### src/verilog/aes_kv_defines.svh
/*
 * Key-vault output path and entropy request arbitration
 * Widths and counts shared by the RTL
 */

`ifndef AES_KV_DEFINES_SVH
`define AES_KV_DEFINES_SVH

// Key-vault write word, assembled from several core output beats
`define AES_KV_WR_DW 512

// One AES core output beat
`define AES_KV_CHUNK_W 128

// Chunk slots that make up one key-vault word
`define AES_KV_NUM_CHUNKS 4

// Key size field, counted in bytes
`define AES_KV_KEY_SIZE_W 7

`endif
### src/verilog/aes_kv_pkg.sv
/*
 * Key-vault output path types
 * Chunk, key-vault word, chunk index and key size
 */

`include "aes_kv_defines.svh"

package aes_kv_pkg;

  // One 128-bit beat from the AES core
  typedef logic [`AES_KV_CHUNK_W-1:0] chunk_t;

  // Full word handed to the key vault, slot 0 in the low bits
  typedef logic [`AES_KV_WR_DW-1:0] kv_word_t;

  // Slot index, doubles as the beat counter
  typedef logic [$clog2(`AES_KV_NUM_CHUNKS)-1:0] chunk_idx_t;

  // Key size in bytes as programmed by firmware
  typedef logic [`AES_KV_KEY_SIZE_W-1:0] key_size_t;

endpackage

### src/verilog/aes_kv_top.sv
/*
 * AES key-vault output path top level
 * Capture controller, chunk slots, output stage and entropy arbiter
 */

`include "aes_kv_defines.svh"

module aes_kv_top
  import aes_kv_pkg::*;
(
  input  logic      clk_i,
  input  logic      rst_ni,

  // Core status and data
  input  logic      data_in_we_i,
  input  logic      output_valid_de_i,
  input  logic      output_valid_d_i,
  input  logic      idle_de_i,
  input  logic      idle_d_i,
  input  chunk_t    data_out_i,

  // Firmware and key-vault control
  input  logic      kv_en_i,
  input  logic      block_reg_output_i,
  input  key_size_t key_size_i,
  input  logic      sw_re_i,
  input  logic      clear_secrets_i,
  input  logic      data_out_clear_i,
  input  logic      kv_write_done_i,

  // Key-vault and software outputs
  output kv_word_t  kv_data_o,
  output logic      kv_data_valid_o,
  output chunk_t    sw_data_out_o,
  output logic      data_out_re_o,
  output logic      output_lost_set_o,

  // Entropy requests
  input  logic      clearing_req_i,
  input  logic      masking_req_i,
  input  logic      edn_ack_i,
  output logic      clearing_ack_o,
  output logic      masking_ack_o,
  output logic      edn_req_o
);

  logic [`AES_KV_NUM_CHUNKS-1:0] slot_capture;
  logic                          kv_end;
  logic                          kv_clear;
  chunk_t                        slot_chunk [`AES_KV_NUM_CHUNKS];

  // Either secret clear source wipes the captured data
  assign kv_clear = clear_secrets_i | data_out_clear_i;

  ////////////////////////////////////////
  // Capture path
  ////////////////////////////////////////

  aes_kv_capture_ctrl u_capture_ctrl (
    .clk_i              (clk_i),
    .rst_ni             (rst_ni),
    .data_in_we_i       (data_in_we_i),
    .kv_en_i            (kv_en_i),
    .block_reg_output_i (block_reg_output_i),
    .key_size_i         (key_size_i),
    .output_valid_de_i  (output_valid_de_i),
    .output_valid_d_i   (output_valid_d_i),
    .idle_de_i          (idle_de_i),
    .idle_d_i           (idle_d_i),
    .sw_re_i            (sw_re_i),
    .data_out_i         (data_out_i),
    .capture_o          (slot_capture),
    .end_o              (kv_end),
    .sw_data_out_o      (sw_data_out_o),
    .data_out_re_o      (data_out_re_o),
    .output_lost_set_o  (output_lost_set_o)
  );

  for (genvar i = 0; i < `AES_KV_NUM_CHUNKS; i++) begin : gen_slot
    aes_kv_chunk_slot u_slot (
      .clk_i     (clk_i),
      .rst_ni    (rst_ni),
      .capture_i (slot_capture[i]),
      .clear_i   (kv_clear),
      .done_i    (kv_write_done_i),
      .data_i    (data_out_i),
      .chunk_o   (slot_chunk[i])
    );
  end

  aes_kv_out_stage u_out_stage (
    .clk_i           (clk_i),
    .rst_ni          (rst_ni),
    .chunks_i        (slot_chunk),
    .end_i           (kv_end),
    .clear_i         (kv_clear),
    .done_i          (kv_write_done_i),
    .kv_data_o       (kv_data_o),
    .kv_data_valid_o (kv_data_valid_o)
  );

  ////////////////////////////////////////
  // Entropy request arbitration
  ////////////////////////////////////////

  aes_edn_req_arbiter u_edn_arbiter (
    .clk_i          (clk_i),
    .rst_ni         (rst_ni),
    .clearing_req_i (clearing_req_i),
    .masking_req_i  (masking_req_i),
    .edn_ack_i      (edn_ack_i),
    .clearing_ack_o (clearing_ack_o),
    .masking_ack_o  (masking_ack_o),
    .edn_req_o      (edn_req_o)
  );

endmodule

### src/verilog/aes_edn_req_arbiter.sv
/*
 * Entropy request arbiter
 * Clearing PRNG has priority over masking PRNG, and a request
 * stays up until the entropy source acknowledges it
 */

`include "aes_kv_defines.svh"

module aes_edn_req_arbiter (
  input  logic clk_i,
  input  logic rst_ni,
  input  logic clearing_req_i,
  input  logic masking_req_i,
  input  logic edn_ack_i,
  output logic clearing_ack_o,
  output logic masking_ack_o,
  output logic edn_req_o
);

  logic hold_q;
  logic hold_d;

  assign edn_req_o = clearing_req_i | masking_req_i | hold_q;

  // Acknowledge goes only to the requester being served
  assign clearing_ack_o = clearing_req_i & edn_ack_i;
  assign masking_ack_o  = ~clearing_req_i & masking_req_i & edn_ack_i;

  // Keeps the handshake open if a requester drops out early
  assign hold_d = edn_req_o & ~edn_ack_i;

  always_ff @(posedge clk_i or negedge rst_ni) begin
    if (!rst_ni) begin
      hold_q <= 1'b0;
    end else begin
      hold_q <= hold_d;
    end
  end

  acks_exclusive_a: assert property (@(posedge clk_i) disable iff (!rst_ni)
    !(clearing_ack_o && masking_ack_o));

endmodule

### src/verilog/aes_kv_out_stage.sv
/*
 * Key-vault output stage
 * Assembles the chunk slots into the key-vault word and
 * raises the data-valid flag at the end of the operation
 */

`include "aes_kv_defines.svh"

module aes_kv_out_stage
  import aes_kv_pkg::*;
(
  input  logic     clk_i,
  input  logic     rst_ni,
  input  chunk_t   chunks_i [`AES_KV_NUM_CHUNKS],
  input  logic     end_i,
  input  logic     clear_i,
  input  logic     done_i,
  output kv_word_t kv_data_o,
  output logic     kv_data_valid_o
);

  logic valid_q;

  // Slot 0 sits in the low bits
  always_comb begin
    for (int i = 0; i < `AES_KV_NUM_CHUNKS; i++) begin
      kv_data_o[i*`AES_KV_CHUNK_W +: `AES_KV_CHUNK_W] = chunks_i[i];
    end
  end

  ////////////////////////////////////////
  // Valid toward the key vault
  ////////////////////////////////////////

  always_ff @(posedge clk_i or negedge rst_ni) begin
    if (!rst_ni) begin
      valid_q <= 1'b0;
    end else if (clear_i) begin
      valid_q <= 1'b0;
    end else if (end_i) begin
      valid_q <= 1'b1;
    end else if (done_i) begin
      valid_q <= 1'b0;
    end
  end

  assign kv_data_valid_o = valid_q;

  // Valid only rises after an end pulse that was not overridden by a clear
  valid_rise_a: assert property (@(posedge clk_i) disable iff (!rst_ni)
    $rose(kv_data_valid_o) |-> ($past(end_i) && !$past(clear_i)));

endmodule

### src/verilog/aes_kv_chunk_slot.sv
/*
 * Key-vault chunk slot
 * Holds one core output beat until cleared or consumed
 */

`include "aes_kv_defines.svh"

module aes_kv_chunk_slot
  import aes_kv_pkg::*;
(
  input  logic   clk_i,
  input  logic   rst_ni,
  input  logic   capture_i,
  input  logic   clear_i,
  input  logic   done_i,
  input  chunk_t data_i,
  output chunk_t chunk_o
);

  chunk_t chunk_q;

  // Secret clear wins over capture, write-done is lowest
  always_ff @(posedge clk_i or negedge rst_ni) begin
    if (!rst_ni) begin
      chunk_q <= '0;
    end else if (clear_i) begin
      chunk_q <= '0;
    end else if (capture_i) begin
      chunk_q <= data_i;
    end else if (done_i) begin
      chunk_q <= '0;
    end
  end

  assign chunk_o = chunk_q;

  // A clear always leaves the slot empty, even with a beat arriving
  clear_empties_a: assert property (@(posedge clk_i) disable iff (!rst_ni)
    clear_i |=> (chunk_o == '0));

endmodule

### src/verilog/aes_kv_capture_ctrl.sv
/*
 * Key-vault capture controller
 * Arms on the first data-in write, counts output beats up to the
 * key-size threshold, flags the end of the operation and masks
 * the software read path while capture is active
 */

`include "aes_kv_defines.svh"

module aes_kv_capture_ctrl
  import aes_kv_pkg::*;
(
  input  logic                          clk_i,
  input  logic                          rst_ni,
  input  logic                          data_in_we_i,
  input  logic                          kv_en_i,
  input  logic                          block_reg_output_i,
  input  key_size_t                     key_size_i,
  input  logic                          output_valid_de_i,
  input  logic                          output_valid_d_i,
  input  logic                          idle_de_i,
  input  logic                          idle_d_i,
  input  logic                          sw_re_i,
  input  chunk_t                        data_out_i,
  output logic [`AES_KV_NUM_CHUNKS-1:0] capture_o,
  output logic                          end_o,
  output chunk_t                        sw_data_out_o,
  output logic                          data_out_re_o,
  output logic                          output_lost_set_o
);

  // Bytes per output beat, used to scale the key size
  localparam int unsigned BeatBytes = `AES_KV_CHUNK_W / 8;

  logic       intercept_q;
  logic       mask_en_q;
  logic       output_valid_q;
  logic       idle_q;
  chunk_idx_t cnt_q;
  chunk_idx_t thresh;
  logic       capture_en;

  ////////////////////////////////////////
  // Core status tracking
  ////////////////////////////////////////

  always_ff @(posedge clk_i or negedge rst_ni) begin
    if (!rst_ni) begin
      output_valid_q <= 1'b0;
    end else if (output_valid_de_i) begin
      output_valid_q <= output_valid_d_i;
    end
  end

  // Core comes out of reset idle
  always_ff @(posedge clk_i or negedge rst_ni) begin
    if (!rst_ni) begin
      idle_q <= 1'b1;
    end else if (idle_de_i) begin
      idle_q <= idle_d_i;
    end
  end

  ////////////////////////////////////////
  // Arming and end of operation
  ////////////////////////////////////////

  // Firmware arms the intercept before it starts the operation
  always_ff @(posedge clk_i or negedge rst_ni) begin
    if (!rst_ni) begin
      intercept_q <= 1'b0;
      mask_en_q   <= 1'b1;
    end else if (data_in_we_i && (cnt_q == '0)) begin
      intercept_q <= kv_en_i;
      mask_en_q   <= ~(kv_en_i | block_reg_output_i);
    end else if (end_o) begin
      intercept_q <= 1'b0;
      mask_en_q   <= 1'b1;
    end
  end

  // Rounded down when the key size is not a whole number of beats
  assign thresh = chunk_idx_t'(key_size_i / BeatBytes - 1);

  // Core drops back to idle with the last beat already counted
  assign end_o = idle_de_i && idle_d_i && !idle_q && (cnt_q == thresh);

  ////////////////////////////////////////
  // Beat counter and slot select
  ////////////////////////////////////////

  assign capture_en = intercept_q && output_valid_q;

  // Saturates at the threshold so extra beats land in the last slot
  always_ff @(posedge clk_i or negedge rst_ni) begin
    if (!rst_ni) begin
      cnt_q <= '0;
    end else if (!intercept_q) begin
      cnt_q <= '0;
    end else if (capture_en && (cnt_q != thresh)) begin
      cnt_q <= cnt_q + chunk_idx_t'(1);
    end
  end

  always_comb begin
    for (int i = 0; i < `AES_KV_NUM_CHUNKS; i++) begin
      capture_o[i] = capture_en && (cnt_q == chunk_idx_t'(i));
    end
  end

  ////////////////////////////////////////
  // Software read path
  ////////////////////////////////////////

  assign sw_data_out_o = mask_en_q ? data_out_i : '0;

  // Hardware drains the output itself while intercepting
  assign data_out_re_o = intercept_q ? output_valid_q : sw_re_i;

  assign output_lost_set_o = output_valid_de_i && output_valid_d_i && block_reg_output_i;

  // At most one slot loads per cycle
  capture_onehot_a: assert property (@(posedge clk_i) disable iff (!rst_ni)
    $onehot0(capture_o));

  // Counter stays within the key-size window during capture
  cnt_in_range_a: assert property (@(posedge clk_i) disable iff (!rst_ni)
    intercept_q |-> (cnt_q <= thresh));

endmodule

### config.mk
export PLATFORM = sky130hd
export DESIGN_NAME = aes_kv_top
export DESIGN_NICKNAME = d
export VERILOG_FILES = /design/src/verilog/aes_kv_pkg.sv /design/src/verilog/aes_kv_top.sv /design/src/verilog/aes_edn_req_arbiter.sv /design/src/verilog/aes_kv_out_stage.sv /design/src/verilog/aes_kv_chunk_slot.sv /design/src/verilog/aes_kv_capture_ctrl.sv
export VERILOG_INCLUDE_DIRS = /design/src /design/src/verilog
export SDC_FILE = /design/constraint.sdc
export NUM_CORES = 1
export LEC_CHECK = 0
export BUFFER_PORTS_ARGS = -buffer_cell sky130_fd_sc_hd__buf_2
export CAP_MARGIN = 20
export CORE_AREA = 4 4 305 307
export CTS_CLUSTER_DIAMETER = 60
export DETAILED_ROUTE_END_ITERATION = 7
export DIE_AREA = 0 0 309 311
export PLACE_DENSITY = 0.59
export RECOVER_POWER = 50
export SETUP_SLACK_MARGIN = 0.15
export SYNTH_ARGS = -nofsm -noshare
export SYNTH_HDL_FRONTEND = slang
export SYNTH_HIERARCHICAL = 1
export SYNTH_SLANG_ARGS = --single-unit
### constraint.sdc
create_clock -name clk_i -period 1.9 [get_ports clk_i]
set_input_delay 0.19 -clock clk_i [delete_from_list [all_inputs] [get_ports clk_i]]
set_output_delay 0.19 -clock clk_i [all_outputs]
set_load 0.1 [all_outputs]
==> results.toml <==
[timing]
maxSlewViolCount = 45
fin_skew_ps = 12.5
hold_viol = 0
rsz0062_at_grt = "yes"
maxSlewHeadroom = -0.120
holdWs_ps = 33.4
finalSetupViolations = 223
timing.fmax_mhz = 455
setup_slack_ps = -297
fin_crit_ps = 2200
setup-tns-final_ps = -35090
tightest_slew_ps = 1680
final.period_utilization = 1.16

[clock_network]
clk_path_buf_depth = 3
cts_buffers = 61
clkLatencyLatePin_ps = 620
cts.sinks = 520
clk_pin_slew_ps = 60
cts_tree = "done"
root_buffer = "clkbuf_16"
cts_htree_levels = 2

[worst_setup_path]
critical_path_class = "register to primary output"
slowest_stage = "dfstp_4"
worst_ep_arrival_time_ps = 2010
cp.required_ps = 1710
critPathMaxFanout = 9
endpoint_kind = "primary output"
critPathBufInv = 3
startpoint_type = "register"
path_common_cell = "buf_12"
slowest_delay_ps = 660
path_delay_family = "flip-flops"
crit_chain = "buf_12 -> clkbuf_16 -> and2_1 -> buf_12"

[detailed_routing]
wirelength_microns = 105000
wl_per_cell_microns = 28.5
firstDrtPassIters = 5
ant_nets = 0
drt_iter0_drc = 1871
drc_errors = 0
via_count = 19400
viasPerCell = 5.25

[die]
placementRows = 110
dieWidth_microns = 309
dieHeight_microns = 311
io_pins = 797
core_sq_um = 90000
initial_core_util = 0.269
die_area_sq_um = 96100

[power_and_ir_drop]
vdd_drop_max_mv = 0.799
finalPower_mw = 32.5
powerDensity_nw_per_um2 = 952
p_leak_nw = 16.8

[layout]
fillerInstances = 8604
nets = 2619
antenna_cells = 0
areaGrowthSynthToFinish_pct = 41.2
ff_latch_area_sq_um = 13000
drive_above_1_share = 0.515
fin_cells = 3689
design_area_sq_um = 34200
post-route-util = 0.379
multi_input_area_sq_um = 6730

[grt]
grt_pass1_vias = 18800
antenna_found_initial = 2
grt_pass1_wl_microns = 133000
grt_overflow = 0
grt_max_degree = 68
grtUsageTotal = 0.183

[placement]
dp.cells = 3345
dp_slack_ps = -82.3
routabilityCongestion = 0.829
place_area_sq_um = 28800
hpwl_microns = 65400
portBuffers = 791

[synth]
ys.flop_type = "dfrtp_1"
synth_edf_count = 0
netlist_instances = 1922
ys_warn_count = 6
async_flop_share = 1.00
netlist_area_sq_um = 24200
ys_seq_elements = 520
synth_fp_nets = 2077
ys_seq_area_frac = 0.538
avgSynthCellArea_sq_um = 12.6
synth_cell_type_count = 34

[hold_path]
hold_path.class = "primary input to register"

[flow_run]
drv_cap = 1

[outcome]
status = "finished with violations"
violations = "max-capacitance violations, max-slew violations, negative setup slack"
## kinds of logic after synthesis
logic type,after synthesis,synth area share
buf+inv,705,0.200
compound gates,526,0.215
flops,520,0.538
mux,2,0.000879
fa+ha+maj,5,0.00248
xor+xnor,1,0.000673
simple gates,163,0.0421
## report_power, final
part | leakage [nW] | internal, mW | switching (mW)
combinational | 8.54 | 3.31 | 6.31
sequential | 7.24 | 11.2 | 0.0782
clock | 0.966 | 6.56 | 5.05
## final cells by class
| cell class | count | share of cell area |
|---|---|---|
| clock buffer | 78 | 0.0490 |
| clock inverter | 34 | 0.00890 |
| inverter | 10 | 0.00169 |
| multi-input combinational | 697 | 0.197 |
| sequential | 520 | 0.381 |
| timing repair buffer | 1174 | 0.319 |
| tap | 1176 | 0.0431 |
## timing repair
action	in CTS	in global routing
setup endpoints to repair	594	630
buffers inserted	0	43
endpoints found under the hold margin	871	0
gates resized for setup	2	192
cloned	0	53
pin swaps	1	21
hold buffers	136	0
## layer usage
metal / up-vias / global-route usage / part of all wire
li1: 7889 / - / -
met1: 10100 / 0.227 / 0.39
met2: 1163 / 0.305 / 0.48
met3: 209 / 0.0433 / 0.084
met4: 2 / 0.0740 / 0.042
met5: - / 0 / 0.00013
## state kept, by name, indices dropped and copies added (netlist names)
signal and count:
u_capture_ctrl/mask_en_q 1, gen_slot.u_slot/chunk_o 512, u_capture_ctrl/output_valid_q 1, u_edn_arbiter/hold_q 1, u_out_stage/kv_data_valid_o 1, u_capture_ctrl/intercept_q 1
u_capture_ctrl/cnt_q 2, u_capture_ctrl/idle_q 1
## cells in the final DEF (no fill, tap or decap), types with 2 or more instances in the layout
cell type      Yosys  routed
a21oi_1            3       3
a32o_1           512     510
a32o_2             0       2
and2_1           128       6
and2_2             1      17
and2_4             0     106
and3_1             6       3
and3_4             0       3
buf_12             0     182
buf_16             0      11
buf_2            104     429
buf_4            512      95
buf_6             20      20
buf_8              0      12
bufinv_16          0       2
clkbuf_1          51      12
clkbuf_16          0     106
clkbuf_2           0     241
clkbuf_4           0       3
clkbuf_8           0       5
clkinv_2           0      13
clkinv_4           0       2
clkinvlp_4         0       6
dfrtp_1          518     516
dfrtp_2            0       2
dlygate4sd3_1      0     136
ha_4               0       4
inv_1             10       4
inv_4              0       5
inv_6              0       5
inv_8              0       6
nand2_1            4       4
nor2_1             6       2
nor2_4             0       3
nor2b_1           10       6
nor2b_4            1       5
o21ai_0            6       6
## cell usage after synthesis, drive strengths merged, types with 4 or more instances
cell type / n / area share
o21ai: 6 / 0.0012
inv: 10 / 0.0016
and3: 6 / 0.0016
a32o: 512 / 0.21
clkbuf: 51 / 0.0079
dfrtp: 518 / 0.54
nand2: 4 / 0.00062
nor2b: 11 / 0.0032
ha: 4 / 0.0021
a21oi: 4 / 0.00098
buf: 644 / 0.19
nor2: 6 / 0.00093
and2: 129 / 0.033
## path summary, 6_finish.rpt
kind | depth (start not counted) | from | slack, ps | end
min in group asynchronous | 2 | rst_ni | 530 | gen_slot[3].u_slot/chunk_o[120]
min reg2reg | 1 | gen_slot[1].u_slot/chunk_o[106] | 520 | gen_slot[1].u_slot/chunk_o[106]
max in group asynchronous | 3 | rst_ni | 0 | gen_slot[2].u_slot/chunk_o[76]
max reg2reg | 9 | u_capture_ctrl/cnt_q[0] | -50 | gen_slot[2].u_slot/chunk_o[74]
max | 4 | u_capture_ctrl/mask_en_q | -300 | sw_data_out_o[127]
min | 2 | data_out_i[27] | 30 | gen_slot[2].u_slot/chunk_o[27]
No activity file was read; power rests on OpenSTA's default activity.
